`src/hw/upload_pkg.sv`:
```
package upload_pkg;

    // Reply frame header
    localparam logic [7:0] reply_hdr0 = 8'hAA;
    localparam logic [7:0] reply_hdr1 = 8'h44;

    // Source ids
    localparam logic [7:0] src_edge_meter = 8'h0A;

    localparam int edge_channels = 8;

    typedef struct packed {
        logic        req;
        logic [7:0]  source;
        logic [15:0] length;
    } upload_req_t;

    typedef struct packed {
        logic       valid;
        logic [7:0] data;
    } upload_beat_t;

endpackage

```
`src/hw/bridge_pkg.sv`:
```
package bridge_pkg;

    // ========================================
    // Host frame format
    // ========================================
    localparam logic [7:0] frame_hdr0 = 8'hAA;
    localparam logic [7:0] frame_hdr1 = 8'h55;

    // Payload buffer depth and address width
    localparam int max_payload_len = 64;
    localparam int payload_addr_w  = 6;

    // PWM period in clocks
    localparam int pwm_period = 256;

    // Opcodes understood by the handlers
    typedef enum logic [7:0] {
        cmd_none         = 8'h00,
        cmd_pwm_set      = 8'h10,
        cmd_edge_measure = 8'h20
    } cmd_opcode_e;

    // ========================================
    // Command bus
    // ========================================
    typedef struct packed {
        cmd_opcode_e opcode;
        logic [15:0] length;
        logic [7:0]  data;
        logic [15:0] index;
        logic        start;
        logic        data_valid;
        logic        done;
    } cmd_bus_t;

endpackage
```
`src/hw/usb_cmd_bridge.sv`:
```
`timescale 1ns/1ps

module usb_cmd_bridge
    import bridge_pkg::*;
    import upload_pkg::*;
(
    input  logic       clk,
    input  logic       rst_n,
    input  logic [7:0] usb_data,
    input  logic       usb_valid,
    input  logic [7:0] edge_inputs,
    output logic       led_out,
    output logic [7:0] pwm_pins,
    output logic [7:0] usb_upload_data,
    output logic       usb_upload_valid
);

    // ========================================
    // Parser to dispatcher
    // ========================================
    logic [payload_addr_w-1:0] payload_addr;
    logic [7:0]                payload_data;
    logic                      parse_done;
    logic                      dispatch_busy;
    cmd_opcode_e               frame_opcode;
    logic [15:0]               frame_length;

    // Command bus and handler side
    cmd_bus_t     cmd_bus;
    logic         pwm_ready;
    logic         edge_ready;
    logic         cmd_ready;
    logic         upload_ready;
    upload_req_t  up_req;
    upload_beat_t up_beat;

    // Single gate: every handler must accept before a command goes out
    assign cmd_ready = pwm_ready & edge_ready;

    frame_parser  u_parser   (.*);
    cmd_dispatch  u_dispatch (.*);
    pwm_handler   u_pwm      (.*);
    edge_meter    u_edge     (.*);
    upload_framer u_framer   (.*);

endmodule

```
`src/hw/upload_framer.sv`:
```
`timescale 1ns/1ps

module upload_framer
    import upload_pkg::*;
(
    input  logic         clk,
    input  logic         rst_n,
    input  upload_req_t  up_req,
    input  upload_beat_t up_beat,
    output logic         upload_ready,
    output logic [7:0]   usb_upload_data,
    output logic         usb_upload_valid
);

    typedef enum logic [3:0] {
        st_idle, st_hdr0, st_hdr1, st_src, st_len_hi, st_len_lo,
        st_data_req, st_data_wait, st_check
    } state_e;

    state_e      state;
    logic [7:0]  src_q;
    logic [15:0] len_q;
    logic [15:0] cnt;
    logic [7:0]  sum;

    // One ready pulse per data byte
    assign upload_ready = state == st_data_req;

    always_ff @(posedge clk or negedge rst_n) begin
        if (!rst_n) begin
            state            <= st_idle;
            src_q            <= 8'h00;
            len_q            <= 16'h0000;
            cnt              <= 16'h0000;
            sum              <= 8'h00;
            usb_upload_data  <= 8'h00;
            usb_upload_valid <= 1'b0;
        end else begin
            usb_upload_valid <= 1'b0;
            case (state)
                st_idle: begin
                    if (up_req.req) begin
                        src_q <= up_req.source;
                        len_q <= up_req.length;
                        state <= st_hdr0;
                    end
                end
                st_hdr0: begin
                    usb_upload_data  <= reply_hdr0;
                    usb_upload_valid <= 1'b1;
                    state            <= st_hdr1;
                end
                st_hdr1: begin
                    usb_upload_data  <= reply_hdr1;
                    usb_upload_valid <= 1'b1;
                    state            <= st_src;
                end
                st_src: begin
                    // Checksum starts at the source byte
                    usb_upload_data  <= src_q;
                    usb_upload_valid <= 1'b1;
                    sum              <= src_q;
                    state            <= st_len_hi;
                end
                st_len_hi: begin
                    usb_upload_data  <= len_q[15:8];
                    usb_upload_valid <= 1'b1;
                    sum              <= sum + len_q[15:8];
                    state            <= st_len_lo;
                end
                st_len_lo: begin
                    usb_upload_data  <= len_q[7:0];
                    usb_upload_valid <= 1'b1;
                    sum              <= sum + len_q[7:0];
                    cnt              <= 16'h0000;
                    state            <= (len_q == 16'h0000) ? st_check : st_data_req;
                end
                st_data_req: state <= st_data_wait;
                st_data_wait: begin
                    if (up_beat.valid) begin
                        usb_upload_data  <= up_beat.data;
                        usb_upload_valid <= 1'b1;
                        sum              <= sum + up_beat.data;
                        cnt              <= cnt + 16'd1;
                        state            <= (cnt == len_q - 16'd1) ? st_check : st_data_req;
                    end
                end
                st_check: begin
                    usb_upload_data  <= sum;
                    usb_upload_valid <= 1'b1;
                    state            <= st_idle;
                end
                default: state <= st_idle;
            endcase
        end
    end

endmodule

```
`src/hw/edge_meter.sv`:
```
`timescale 1ns/1ps

module edge_meter
    import bridge_pkg::*;
    import upload_pkg::*;
(
    input  logic         clk,
    input  logic         rst_n,
    input  cmd_bus_t     cmd_bus,
    input  logic [7:0]   edge_inputs,
    input  logic         upload_ready,
    output logic         edge_ready,
    output upload_req_t  up_req,
    output upload_beat_t up_beat
);

    typedef enum logic [1:0] {st_idle, st_arm, st_count, st_upload} state_e;

    state_e                   state;
    logic [edge_channels-1:0] sync1;
    logic [edge_channels-1:0] sync2;
    logic [edge_channels-1:0] prev;
    logic [edge_channels-1:0] rise;
    logic [15:0]              window;
    logic [15:0]              win_left;
    logic [2:0]               ch_idx;
    logic                     beat_valid;
    logic [7:0]               beat_data;
    logic [7:0]               counts [edge_channels];

    assign rise          = sync2 & ~prev;
    assign edge_ready    = state == st_idle;
    assign up_req.req    = state == st_upload;
    assign up_req.source = src_edge_meter;
    assign up_req.length = 16'(edge_channels);
    assign up_beat.valid = beat_valid;
    assign up_beat.data  = beat_data;

    // Window bytes, edge counters and the outgoing byte
    always_ff @(posedge clk) begin
        if (state == st_arm && cmd_bus.data_valid) begin
            if (cmd_bus.index == 16'd0) window[15:8] <= cmd_bus.data;
            if (cmd_bus.index == 16'd1) window[7:0]  <= cmd_bus.data;
        end
        if (state == st_arm && cmd_bus.done) begin
            for (int i = 0; i < edge_channels; i++) counts[i] <= 8'h00;
        end else if (state == st_count && win_left != 16'h0000) begin
            for (int i = 0; i < edge_channels; i++) begin
                if (rise[i] && counts[i] != 8'hFF) counts[i] <= counts[i] + 8'd1;
            end
        end
        if (state == st_upload && upload_ready) beat_data <= counts[ch_idx];
    end

    always_ff @(posedge clk or negedge rst_n) begin
        if (!rst_n) begin
            state      <= st_idle;
            sync1      <= '0;
            sync2      <= '0;
            prev       <= '0;
            win_left   <= 16'h0000;
            ch_idx     <= 3'd0;
            beat_valid <= 1'b0;
        end else begin
            sync1      <= edge_inputs;
            sync2      <= sync1;
            prev       <= sync2;
            beat_valid <= 1'b0;
            case (state)
                st_idle: begin
                    if (cmd_bus.start && cmd_bus.opcode == cmd_edge_measure) state <= st_arm;
                end
                st_arm: begin
                    if (cmd_bus.done) begin
                        win_left <= window;
                        state    <= st_count;
                    end
                end
                st_count: begin
                    if (win_left == 16'h0000) begin
                        ch_idx <= 3'd0;
                        state  <= st_upload;
                    end else begin
                        win_left <= win_left - 16'd1;
                    end
                end
                st_upload: begin
                    // Channel 0 goes first
                    if (upload_ready) begin
                        beat_valid <= 1'b1;
                        ch_idx     <= ch_idx + 3'd1;
                        if (ch_idx == 3'(edge_channels - 1)) state <= st_idle;
                    end
                end
                default: state <= st_idle;
            endcase
        end
    end

    // Each ready pulse is answered by exactly one beat in the next cycle
    a_beat_after_ready: assert property (@(posedge clk) disable iff (!rst_n)
        up_beat.valid == $past(upload_ready));

endmodule

```
`src/hw/pwm_handler.sv`:
```
`timescale 1ns/1ps

module pwm_handler
    import bridge_pkg::*;
(
    input  logic       clk,
    input  logic       rst_n,
    input  cmd_bus_t   cmd_bus,
    output logic       pwm_ready,
    output logic [7:0] pwm_pins
);

    localparam int cnt_w = $clog2(pwm_period);

    logic [cnt_w-1:0] period_cnt;
    logic [7:0]       ch_q;
    logic [7:0]       duty_q;
    logic [7:0]       duty_next [8];
    logic [7:0]       duty_act  [8];
    logic             is_pwm;

    // Duty updates never stall the bus
    assign pwm_ready = 1'b1;
    assign is_pwm    = cmd_bus.opcode == cmd_pwm_set;

    // Channel at beat 0, duty at beat 1
    always_ff @(posedge clk) begin
        if (is_pwm && cmd_bus.data_valid) begin
            if (cmd_bus.index == 16'd0) ch_q <= cmd_bus.data;
            if (cmd_bus.index == 16'd1) duty_q <= cmd_bus.data;
        end
    end

    always_ff @(posedge clk or negedge rst_n) begin
        if (!rst_n) begin
            period_cnt <= '0;
            pwm_pins   <= 8'h00;
            for (int i = 0; i < 8; i++) begin
                duty_next[i] <= 8'h00;
                duty_act[i]  <= 8'h00;
            end
        end else begin
            period_cnt <= period_cnt + 1'b1;
            if (is_pwm && cmd_bus.done && cmd_bus.length >= 16'd2 && ch_q < 8'd8) begin
                duty_next[ch_q[2:0]] <= duty_q;
            end
            for (int i = 0; i < 8; i++) begin
                // New duties take effect only at the period wrap
                if (period_cnt == cnt_w'(pwm_period - 1)) duty_act[i] <= duty_next[i];
                pwm_pins[i] <= period_cnt < duty_act[i];
            end
        end
    end

endmodule

```
`src/hw/cmd_dispatch.sv`:
```
`timescale 1ns/1ps

module cmd_dispatch
    import bridge_pkg::*;
(
    input  logic                      clk,
    input  logic                      rst_n,
    input  logic                      parse_done,
    input  cmd_opcode_e               frame_opcode,
    input  logic [15:0]               frame_length,
    input  logic [7:0]                payload_data,
    input  logic                      cmd_ready,
    output logic [payload_addr_w-1:0] payload_addr,
    output logic                      dispatch_busy,
    output cmd_bus_t                  cmd_bus
);

    typedef enum logic [1:0] {st_idle, st_wait, st_stream, st_done} state_e;

    state_e      state;
    cmd_opcode_e op_q;
    logic [15:0] len_q;
    logic [15:0] issued;
    logic [15:0] beat_idx;
    logic        start_q;
    logic        beat_q;
    logic        done_q;

    assign payload_addr  = issued[payload_addr_w-1:0];
    assign dispatch_busy = (state != st_idle) || done_q;

    always_ff @(posedge clk or negedge rst_n) begin
        if (!rst_n) begin
            state    <= st_idle;
            op_q     <= cmd_none;
            len_q    <= 16'h0000;
            issued   <= 16'h0000;
            beat_idx <= 16'h0000;
            start_q  <= 1'b0;
            beat_q   <= 1'b0;
            done_q   <= 1'b0;
        end else begin
            start_q <= 1'b0;
            beat_q  <= 1'b0;
            done_q  <= 1'b0;
            case (state)
                st_idle: begin
                    if (parse_done) begin
                        op_q  <= frame_opcode;
                        len_q <= frame_length;
                        state <= st_wait;
                    end
                end
                st_wait: begin
                    // Hold the command until every handler is ready
                    if (cmd_ready) begin
                        start_q <= 1'b1;
                        issued  <= 16'h0000;
                        state   <= (len_q == 16'h0000) ? st_done : st_stream;
                    end
                end
                st_stream: begin
                    // Address issued now returns as a beat next cycle
                    beat_q   <= 1'b1;
                    beat_idx <= issued;
                    issued   <= issued + 16'd1;
                    if (issued == len_q - 16'd1) state <= st_done;
                end
                st_done: begin
                    done_q <= 1'b1;
                    state  <= st_idle;
                end
                default: state <= st_idle;
            endcase
        end
    end

    always_comb begin
        cmd_bus.opcode     = op_q;
        cmd_bus.length     = len_q;
        cmd_bus.data       = payload_data;
        cmd_bus.index      = beat_idx;
        cmd_bus.start      = start_q;
        cmd_bus.data_valid = beat_q;
        cmd_bus.done       = done_q;
    end

    a_start_excl: assert property (@(posedge clk) disable iff (!rst_n)
        !(cmd_bus.start && cmd_bus.data_valid));

endmodule

```
`src/hw/frame_parser.sv`:
```
`timescale 1ns/1ps

module frame_parser
    import bridge_pkg::*;
(
    input  logic                      clk,
    input  logic                      rst_n,
    input  logic [7:0]                usb_data,
    input  logic                      usb_valid,
    input  logic [payload_addr_w-1:0] payload_addr,
    input  logic                      dispatch_busy,
    output logic [7:0]                payload_data,
    output logic                      parse_done,
    output cmd_opcode_e               frame_opcode,
    output logic [15:0]               frame_length,
    output logic                      led_out
);

    typedef enum logic [2:0] {
        st_hdr0, st_hdr1, st_opcode, st_len_hi, st_len_lo, st_payload, st_check
    } state_e;

    state_e                  state;
    logic                    valid_d;
    logic                    byte_stb;
    logic [7:0]              sum;
    logic [payload_addr_w:0] wr_idx;
    logic [7:0]              buffer [max_payload_len];

    // One byte per rising edge of usb_valid, ignored while a command plays out
    assign byte_stb = usb_valid && !valid_d && !dispatch_busy;

    always_ff @(posedge clk or negedge rst_n) begin
        if (!rst_n) begin
            state        <= st_hdr0;
            valid_d      <= 1'b0;
            sum          <= 8'h00;
            wr_idx       <= '0;
            parse_done   <= 1'b0;
            frame_opcode <= cmd_none;
            frame_length <= 16'h0000;
            led_out      <= 1'b0;
        end else begin
            valid_d    <= usb_valid;
            parse_done <= 1'b0;
            if (byte_stb) begin
                case (state)
                    st_hdr0: begin
                        if (usb_data == frame_hdr0) state <= st_hdr1;
                    end
                    st_hdr1: begin
                        // A repeated 0xAA may still open a frame
                        if (usb_data == frame_hdr1) state <= st_opcode;
                        else if (usb_data != frame_hdr0) state <= st_hdr0;
                    end
                    st_opcode: begin
                        frame_opcode <= cmd_opcode_e'(usb_data);
                        sum          <= usb_data;
                        state        <= st_len_hi;
                    end
                    st_len_hi: begin
                        frame_length[15:8] <= usb_data;
                        sum                <= sum + usb_data;
                        state              <= st_len_lo;
                    end
                    st_len_lo: begin
                        frame_length[7:0] <= usb_data;
                        sum               <= sum + usb_data;
                        wr_idx            <= '0;
                        if ({frame_length[15:8], usb_data} > 16'(max_payload_len)) begin
                            state <= st_hdr0;
                        end else if ({frame_length[15:8], usb_data} == 16'h0000) begin
                            state <= st_check;
                        end else begin
                            state <= st_payload;
                        end
                    end
                    st_payload: begin
                        sum    <= sum + usb_data;
                        wr_idx <= wr_idx + 1'b1;
                        if (16'(wr_idx) + 16'd1 == frame_length) state <= st_check;
                    end
                    st_check: begin
                        state <= st_hdr0;
                        if (usb_data == sum) begin
                            parse_done <= 1'b1;
                            led_out    <= ~led_out;
                        end
                    end
                    default: state <= st_hdr0;
                endcase
            end
        end
    end

    // Payload buffer, read data lags the address by one cycle
    always_ff @(posedge clk) begin
        if (byte_stb && state == st_payload) begin
            buffer[wr_idx[payload_addr_w-1:0]] <= usb_data;
        end
        payload_data <= buffer[payload_addr];
    end

    // The length check must have stopped any frame that would overrun the buffer
    a_wr_in_range: assert property (@(posedge clk) disable iff (!rst_n)
        byte_stb && state == st_payload |-> wr_idx < max_payload_len);

endmodule

```
`config.mk`:
```
export PLATFORM = sky130hd
export DESIGN_NAME = usb_cmd_bridge
export DESIGN_NICKNAME = d
export VERILOG_FILES = /design/src/hw/upload_pkg.sv /design/src/hw/bridge_pkg.sv /design/src/hw/usb_cmd_bridge.sv /design/src/hw/upload_framer.sv /design/src/hw/edge_meter.sv /design/src/hw/pwm_handler.sv /design/src/hw/cmd_dispatch.sv /design/src/hw/frame_parser.sv
export SDC_FILE = /design/constraint.sdc
export NUM_CORES = 1
export LEC_CHECK = 0
export BUFFER_PORTS_ARGS = -buffer_cell sky130_fd_sc_hd__buf_2
export CAP_MARGIN = 5
export CORE_MARGIN = 2
export CORE_UTILIZATION = 40
export CTS_BUF_LIST = sky130_fd_sc_hd__clkbuf_16
export CTS_CLUSTER_DIAMETER = 100
export DETAILED_ROUTE_END_ITERATION = 8
export GPL_TIMING_DRIVEN = 0
export PLACE_DENSITY = 0.6
export SYNTH_ARGS = -nofsm -noshare
export SYNTH_HDL_FRONTEND = slang
export SYNTH_SLANG_ARGS = --single-unit
export TNS_END_PERCENT = 20
```
`constraint.sdc`:
```
create_clock -name clk -period 6.6 [get_ports clk]
set_input_delay 1.32 -clock clk [delete_from_list [all_inputs] [get_ports clk]]
set_output_delay 1.32 -clock clk [all_outputs]
set_load 0.01 [all_outputs]
```
==> impl_metrics.tcl, run 1 <==
set metrics [dict create \
    status "complete, no violations" \
    crit_path_start_kind "register" \
    setup_violations 0 \
    dieHeight_um 326 \
    cp_top_family "buffers and inverters" \
    avgSynthCellArea_sq_um 15.0 \
    crit_buf_inv 3 \
    wl_mm 93.5 \
    min_path_cells 0 \
    ys_top_cells_by_area "edfxtp_1 (45%), dfrtp_1 (20%), mux4_2 (10%)" \
    start_util 0.405 \
    antenna_found_initial 1 \
    finalCriticalPeriod_ns 4.19 \
    gp_congestion 0.866 \
    rsz0062_at_grt "false" \
    r2r_setup_slack_ns 2.41 \
    clock_path_buffers 3 \
    cp-end-kind "register" \
    areaGrowthSynthToFinish_pct 12.4 \
    finalMaxSlewViolations 0 \
    vdd_drop_max_mv 0.247 \
    drt_pre_antenna_iters 5 \
    crit_type "reg -> reg" \
    cp.required_ns 7.10 \
    ys_seq_elements 958 \
    vias 23800 \
    seq_area_frac_synth 0.653 \
    grt_busiest_layer "met2" \
    crit_arrival_ns 4.69 \
    worstPathMaxFanout 10 \
    post_cts_resized 0 \
    diodes 0 \
    relSlewSlack 0.183 \
    ys_warn_count 0 \
    hpwl_mm 62.5 \
    fin_crit_sh 0.635 \
    syn-instance-count 2765 \
    crit_path_top_delay_cell "clkbuf_1" \
    yosys.area.top_type "edfxtp_1" \
    cp_common_cell "mux4_2" \
    fin_worst_skew_ns 0.0395 \
    grtUsageMet3 0.0310 \
    grt_max_degree 117 \
    worst_pin_slew_ns 1.21 \
    drt_iter0_drc 1902 \
    die_area_sq_um 106000 \
    coreArea_sq_um 102000 \
    worstHoldPathType "reg -> reg" \
    rows 117 \
    cts_root_buf "clkbuf_16" \
    port-buffer-count 36 \
    drv_cap 0 \
    clock_latency_ns 0.68 \
    max_freq_mhz 239 \
    cts.sinks 958 \
    syn-num-nets 2884 \
    drive_gt1_frac 0.173 \
    slowest_delay_ns 0.78 \
    final_hold_viol_count 0 \
    p_leak_nw 17.1 \
    die_w_um 326 \
    cts_hold_buf 0 \
    path_cells "clkbuf_1 -> clkbuf_1 -> buf_1 -> mux4_2 -> mux4_2 -> mux4_2" \
    ff2ff_path_depth 6 \
    synth.cell_area_sq_um 41400 \
    fin_nets 3028 \
    grt_util_met1 0.238 \
    antenna_left 0 \
    synth_edf_count 616 \
    n_fill_cell 8966 \
    ys.flop_type "edfxtp_1" \
    pin_count 37 \
    yosysTopAreaCellShare 0.447 \
    pwr_density_cell_nw_per_um2 333 \
    yosys.cell_count.top_type "edfxtp_1" \
    async_reset_ff_frac 0.349 \
    cts_tree "built" \
    post-route-util 0.455 \
    cts_setup_buffers 0 \
    grt_pass1_vias 25000 \
    ys_top_cells_by_count "edfxtp_1 (616), dfrtp_1 (334), nor2_1 (222)" \
    synth_cell_type_count 74 \
    crit_cells 6 \
    grt_overflow 0 \
    cts.reportedPaths.clkPinSlew_ns 0.06 \
    htreeDepth 3 \
    routed_via_density 5.47 \
    use_met2 0.301 \
    drc 0 \
    cts_buffers 99 \
    grt_pass1_wl_mm 147 \
    timing.hold.ws_ns 0.348 \
    wl_per_cell_um 21.5 \
    grt.total_usage 0.177 \
]
-- state kept, by name, indices dropped and copies added, names as in the netlist, 16 cells and up --
register               cells
u_edge.win_left           16
u_parser.frame_length     16
u_pwm.duty_next           64
u_dispatch.len_q          16
u_parser.buffer          512
u_edge.window             16
u_dispatch.issued         16
u_dispatch.beat_idx       16
u_pwm.duty_act            64
u_edge.counts             64
u_framer.cnt              16
-- worst register-to-register path, stage by stage (launching register included) --
cell and delay (ns):
dfrtp_1 0.36, clkbuf_1 0.35, clkbuf_1 0.78, buf_1 0.75, mux4_2 0.66, mux4_2 0.55
mux4_2 0.57
-- cell usage in the layout (no fill, tap or decap), drive strengths merged, types with 9 or more instances in the layout --
cell / count
nor4: 21
mux2i: 10
clkbuf: 201
nand2b: 23
nand4: 20
inv: 136
xor2: 62
a31oi: 9
and3: 27
mux2: 139
dfrtp: 334
clkinv: 38
a21o: 21
and2: 10
xnor2: 49
o21ai: 150
buf: 63
nor3: 50
ha: 98
nand3b: 14
a211o: 9
nor2b: 20
or3: 21
nand3: 73
o22ai: 12
a22oi: 15
edfxtp: 616
mux4: 184
nand2: 159
a21oi: 69
nor2: 222
o31ai: 10
-- area by class of cell --
| cell class | count | area (sq um) | area share |
|---|---|---|---|
| well taps | 1368 | 1710 | 0.0368 |
| clock inverters | 79 | 539 | 0.0116 |
| clock buffers | 101 | 2530 | 0.0544 |
| plain buffers | 120 | 457 | 0.00982 |
| inverters | 102 | 383 | 0.00824 |
| repair buffers | 43 | 348 | 0.00748 |
| flip-flops and latches | 958 | 27000 | 0.581 |
| multi-input cells | 1585 | 13500 | 0.291 |
-- final timing paths --
check	startpoint	end
min	u_edge.sync1[3]	u_edge.sync2[3]
max in group asynchronous	rst_n	u_pwm.duty_next[50]
max reg2reg	u_dispatch.issued[0]	u_parser.payload_data[2]
min reg2reg	u_edge.sync1[3]	u_edge.sync2[3]
min in group asynchronous	rst_n	u_framer.usb_upload_valid
max	u_dispatch.issued[0]	u_parser.payload_data[2]
-- routing by layer --
layer,vias up,share of wire,routed length (um)
li1,10800,-,-
met1,12300,0.44,40800
met2,584,0.50,46300
met3,133,0.050,4640
met4,0,0.019,1740
met5,-,0,0
-- per-stage QoR --
stage          std cells  power, mW  cell area, sq um  TNS (ns)  setup slack, ns
2_1_floorplan       2765       9.29             41400         0             3.07
3_3_place_gp        4169       10.2             43300   -688.33            -2.12
3_5_place_dp        4175       10.4             43400         0             1.91
4_1_cts             4355       15.6             46500         0             2.32
5_1_grt             4356       16.2             46500         0             2.17
6_report            4356       15.5             46500         0             2.41
-- where the power goes --
group / total (mW) / leakage (nW) / switching (mW) / internal, mW
clock: 5.25 / 1.62 / 2.29 / 2.96
sequential: 7.14 / 10.1 / 0.314 / 6.83
combinational: 3.08 / 5.28 / 1.77 / 1.32
-- cells by family (layout without fill, tap and decap cells) --
| group | Yosys count | in the layout | share of synthesized area |
|---|---|---|---|
| adders and majority gates | 100 | 100 | 0.0306 |
| and+or+nand+nor | 700 | 700 | 0.0820 |
| xor gates and xnor gates | 112 | 112 | 0.0241 |
| AOI/OAI and AO/OA | 340 | 340 | 0.0494 |
| buffers and inverters | 222 | 445 | 0.0203 |
| DFF | 958 | 958 | 0.653 |
| muxes | 333 | 333 | 0.140 |
Power figures use the tool's default switching activity.
==> inputs of run 2 (changes only) <==
- clock period: 6.6 -> 4.26 ns (I/O delays scaled with it)
==> run 2 against run 1 <==
  * Count of clock-buffer cells in the layout unchanged
  * Largest cell class unchanged
  * Clock power up 55%
  * Via count about the same
  * First-iteration DRC count down 0.68%
  * Wire length about the same
  * Critical path type unchanged
  * Critical endpoint is now u_edge.counts[0][2]
==> impl_metrics.tcl, run 2 (synthesis gave the netlist of run 1 again) <==
set metrics [dict create \
    crit_path_start_kind "register" \
    power_frac_clock 0.339 \
    vdd_drop_max_mv 0.382 \
    antenna_left 0 \
    coreArea_sq_um 102000 \
    pwr_density_cell_nw_per_um2 516 \
    cts_root_buf "clkbuf_16" \
    worst_pin_slew_ns 1.21 \
    die_area_sq_um 106000 \
    p_int_mw 17.2 \
    layout_commonest_cell "edfxtp_1" \
    cp.required_ns 4.52 \
    htreeDepth 3 \
    rsz0062_at_grt "true" \
    drt_pre_antenna_iters 5 \
    fin_crit_sh 0.948 \
    finalPower_mw 24.0 \
    slowest_delay_ns 0.59 \
    gp_congestion 0.866 \
    cts_tree "built" \
    grt_pass1_wl_mm 147 \
    p_leak_nw 17.1 \
    largest_reg_flops 512 \
    final_cell_mix "edfxtp_1 (616), dfrtp_1 (334), nor2_1 (221), mux4_2 (184), nand2_1 (159)" \
    cp_common_cell "clkbuf_1" \
    finalSetupTns_ns 0 \
    cts_buffers 99 \
    grt_overflow 0 \
    wl_mm 93.5 \
    cts.sinks 958 \
    cts_setup_buffers 0 \
    rows 117 \
    path_cells "inv_1 -> ha_1 -> or3b_2 -> nand4b_1 -> o31ai_1 -> clkbuf_1 -> clkbuf_1 -> o21ai_0" \
    wl_per_cell_um 21.5 \
    post-route-util 0.455 \
    pre_cts_ws_ns 0.0286 \
    start_util 0.405 \
    clock_latency_ns 0.68 \
    areaGrowthSynthToFinish_pct 12.4 \
    dieHeight_um 326 \
    worstHoldPathType "in -> async" \
    vias 23800 \
    placed_area_sq_um 43400 \
    worstPathMaxFanout 10 \
    stdcell_count 4356 \
    diodes 0 \
    grt_max_degree 117 \
    port-buffer-count 36 \
    pin_count 37 \
    fin_worst_skew_ns 0.0386 \
    drc 0 \
    crit_arrival_ns 4.29 \
    cp-end-kind "register" \
    setup_violations 0 \
    pwr-share-seq 0.462 \
    finalCriticalPeriod_ns 4.04 \
    finalMaxSlewViolations 0 \
    drt_iter0_drc 1889 \
    hpwl_mm 62.5 \
    crit_type "reg -> reg" \
    pwr-share-comb 0.199 \
    max_freq_mhz 248 \
    final_cell_area_sq_um 46500 \
    clock_path_buffers 3 \
    power.switching_mw 6.76 \
    cts.reportedPaths.clkPinSlew_ns 0.06 \
    antenna_found_initial 1 \
    grt_pass1_vias 25000 \
    drive_gt1_frac 0.174 \
    fin_nets 3028 \
    final_hold_viol_count 0 \
    fin_ws_ns 0.223 \
    placed_cells 4175 \
    crit_path_top_delay_cell "o21ai_0" \
    die_w_um 326 \
    grt.total_usage 0.177 \
    cts_hold_buf 0 \
    routed_via_density 5.47 \
    timing.hold.ws_ns 0.0938 \
    relSlewSlack 0.184 \
    drv_cap 0 \
    switching_share 0.282 \
    status "complete, no violations" \
]
run 2: critical path: cells and delay by family, from the launching register on:
kind                     cells  cell delay (ns)
adder cells (fa/ha/maj)      1             0.20
buffers and inverters        3             1.19
AO/OA/AOI/OAI                2             1.02
AND/OR/NAND/NOR              2             0.81
flip-flops                   1             0.39
run 2: worst paths after layout:
check                           cells past startpoint               start  slack [ns]                        end
worst max register to register                      8  u_edge.win_left[0]        0.22        u_edge.counts[0][2]
worst min register to register                      0     u_edge.sync1[3]        0.35            u_edge.sync2[3]
max in group asynchronous                           2               rst_n        3.19        u_pwm.duty_next[50]
worst min-delay path                                1               rst_n        0.09  u_framer.usb_upload_valid
worst max-delay path                                8  u_edge.win_left[0]        0.22        u_edge.counts[0][2]
min in group clk                                    1      edge_inputs[0]        0.28            u_edge.sync1[0]
run 2: what timing repair did:
item	CTS	global route
hold endpoints to repair	0	0
setup endpoints to repair	4	38
resized for setup	1	2
run 2: area by class of cell:
class / count / area [sq um]
inverters: 102 / 383
well taps: 1368 / 1710
fillers: 8966 / 55700
plain buffers: 120 / 458
repair buffers: 43 / 348
flip-flops and latches: 958 / 27000
clock buffers: 101 / 2530
multi-input cells: 1585 / 13500
clock inverters: 79 / 539
run 2: layer usage:
| metal | up-vias | GRT usage | wire [um] |
|---|---|---|---|
| met5 | - | 0 | 0 |
| met4 | 0 | 0.0418 | 1720 |
| met3 | 132 | 0.0310 | 4710 |
| met2 | 593 | 0.301 | 46400 |
| met1 | 12300 | 0.238 | 40700 |
| li1 | 10800 | - | - |
run 2: power by group through the flow:
stage,clock [mW],sequential (mW),combinational (mW)
2_1_floorplan,0,11.1,3.30
3_3_place_gp,0,11.2,4.65
3_5_place_dp,0,11.3,4.80
4_1_cts,8.32,11.1,4.82
5_1_grt,8.71,11.1,5.23
6_report,8.13,11.1,4.77
==> inputs of run 3 (changes only) <==
- PLACE_DENSITY: 0.6 -> default
- RECOVER_POWER: default -> 25
==> run 3 against run 2 <==
  * The run now ends with max-capacitance violations, max-slew violations left
  * Sequential share of layout area hardly changed
  * Final area barely moved
  * Count of clock-buffer cells in the layout is the same
  * Critical endpoint unchanged
  * Largest power group unchanged
==> impl_metrics.tcl, run 3 (synthesis gave the netlist of run 1 again) <==
set metrics [dict create \
    status "complete, but fails checks" \
    violations "max-capacitance violations, max-slew violations" \
    vdd_drop_max_mv 0.381 \
    die_area_sq_um 106000 \
    drt_iter0_drc 1906 \
    dieHeight_um 326 \
    worstHoldPathType "in -> reg" \
    cp-end-kind "register" \
    switching_share 0.282 \
    routed_via_density 5.47 \
    timing.hold.ws_ns 0.279 \
    hp-start "edge_inputs[0]" \
    hpwl_mm 62.5 \
    fin_crit_sh 0.948 \
    p_int_mw 17.2 \
    wl_per_cell_um 21.5 \
    cp_common_cell "clkbuf_1" \
    grtUsageMet3 0.0310 \
    pwr_density_cell_nw_per_um2 516 \
    cts_root_buf "clkbuf_16" \
    grt_max_degree 117 \
    worst_pin_slew_ns 3.16 \
    finalCriticalPeriod_ns 4.04 \
    layout_commonest_cell "edfxtp_1" \
    grt.total_usage 0.177 \
    coreArea_sq_um 102000 \
    use_met2 0.301 \
    grt_util_met1 0.238 \
    finalMaxSlewViolations 84 \
    grt_overflow 0 \
    cts_setup_buffers 0 \
    clock_path_buffers 3 \
    drt_pre_antenna_iters 5 \
    grt_busiest_layer "met2" \
    placed_area_sq_um 43400 \
    power_frac_clock 0.339 \
    cts.reportedPaths.clkPinSlew_ns 0.06 \
    worstPathMaxFanout 10 \
    crit_path_start_kind "register" \
    clock_latency_ns 0.68 \
    fin_worst_skew_ns 0.0395 \
    drive_gt1_frac 0.172 \
    antenna_found_initial 1 \
    drv_cap 2 \
    finalSetupTns_ns 0 \
    max_freq_mhz 248 \
    crit_type "reg -> reg" \
    final_cell_mix "edfxtp_1 (616), dfrtp_1 (334), nor2_1 (221), mux4_2 (184), nand2_1 (159)" \
    htreeDepth 3 \
    antenna_left 0 \
    pin_count 37 \
    final_hold_viol_count 0 \
    cts_buffers 99 \
    vias 23800 \
    cts.sinks 958 \
    gp_congestion 0.866 \
    finalPower_mw 24.0 \
    pwr-share-seq 0.462 \
    diodes 0 \
    die_w_um 326 \
    ff2ff_path_depth 8 \
    min_path_cells 1 \
    port-buffer-count 36 \
    grt_pass1_vias 25000 \
    wl_mm 93.5 \
    grt_pass1_wl_mm 147 \
    r2r_setup_slack_ns 0.22 \
    drc 0 \
    crit_arrival_ns 4.30 \
    largest_reg_flops 512 \
    pwr-share-comb 0.199 \
    start_util 0.405 \
    path_cells "inv_1 -> ha_1 -> or3b_2 -> nand4b_1 -> o31ai_1 -> clkbuf_1 -> clkbuf_1 -> o21ai_0" \
    r2r_end "u_edge.counts[0][2]" \
    hold_end "u_edge.sync1[0]" \
    rsz0062_at_grt "true" \
    cp.required_ns 4.52 \
    rr_startpoint "u_edge.win_left[0]" \
    cts_tree "built" \
    relSlewSlack -1.11 \
    n_fill_cell 8973 \
    setup_violations 0 \
    areaGrowthSynthToFinish_pct 12.3 \
    p_leak_nw 17.0 \
    fin_nets 3028 \
    rows 117 \
    power.switching_mw 6.77 \
    final_cell_area_sq_um 46500 \
    slowest_delay_ns 0.59 \
    crit_path_top_delay_cell "o21ai_0" \
]
-- run 3: final cells by class --
class,instances,area (sq um),area share
clock inverter,79,539,0.0116
multi-input combinational,1585,13500,0.291
inverter,102,383,0.00824
clock buffer,101,2530,0.0544
buffer,120,458,0.00986
timing repair buffer,43,314,0.00676
sequential,958,27000,0.581
tap,1368,1710,0.0368
-- run 3: metrics by stage --
stage,utilization,instances,setup WS (ns)
2_1_floorplan,-,2765,1.19
3_3_place_gp,0.423,4169,-3.99
3_5_place_dp,0.425,4175,0.0286
4_1_cts,0.455,4355,0.185
5_1_grt,0.455,4356,-0.0469
6_report,0.455,4356,0.221
-- run 3: how the worst max path moves through the flow --
stage                     slack [ns]  cells after the start                 start                       end
after global routing           -0.05                      8    u_edge.win_left[0]       u_edge.counts[7][2]
after floorplan                 1.19                      5             usb_valid    u_parser.buffer[25][0]
final                           0.22                      8    u_edge.win_left[0]       u_edge.counts[0][2]
after detailed placement        0.03                      6  u_dispatch.issued[0]  u_parser.payload_data[2]
after global placement         -3.99                      1                 rst_n        u_pwm.duty_act[53]
after CTS                       0.19                      8    u_edge.win_left[0]       u_edge.counts[0][1]
-- run 3: timing repair --
action	4_1_cts	5_1_grt
hold buffers	0	0
resized for setup	1	2
setup endpoints to repair	4	38
-- run 3: critical path, delay by kind of cell (launching register included) --
| kind | cells | cell delay, ns |
|---|---|---|
| fa+ha+maj | 1 | 0.20 |
| compound gates | 2 | 1.02 |
| buf+inv | 3 | 1.19 |
| flops | 1 | 0.39 |
| simple gates | 2 | 0.81 |
-- run 3: power groups by stage --
stage	Sequential, mW	Combinational [mW]	Clock, mW
after global routing	11.1	5.23	8.71
after CTS	11.1	4.82	8.32
after detailed placement	11.3	4.80	0
final	11.1	4.77	8.13
after global placement	11.2	4.65	0
after floorplan	11.1	3.30	0
-- run 3: per-layer routing --
| layer | share of wire | vias to the layer above |
|---|---|---|
| met2 | 0.50 | 630 |
| met3 | 0.053 | 130 |
| li1 | - | 10800 |
| met1 | 0.43 | 12300 |
| met5 | 0 | - |
| met4 | 0.018 | 0 |
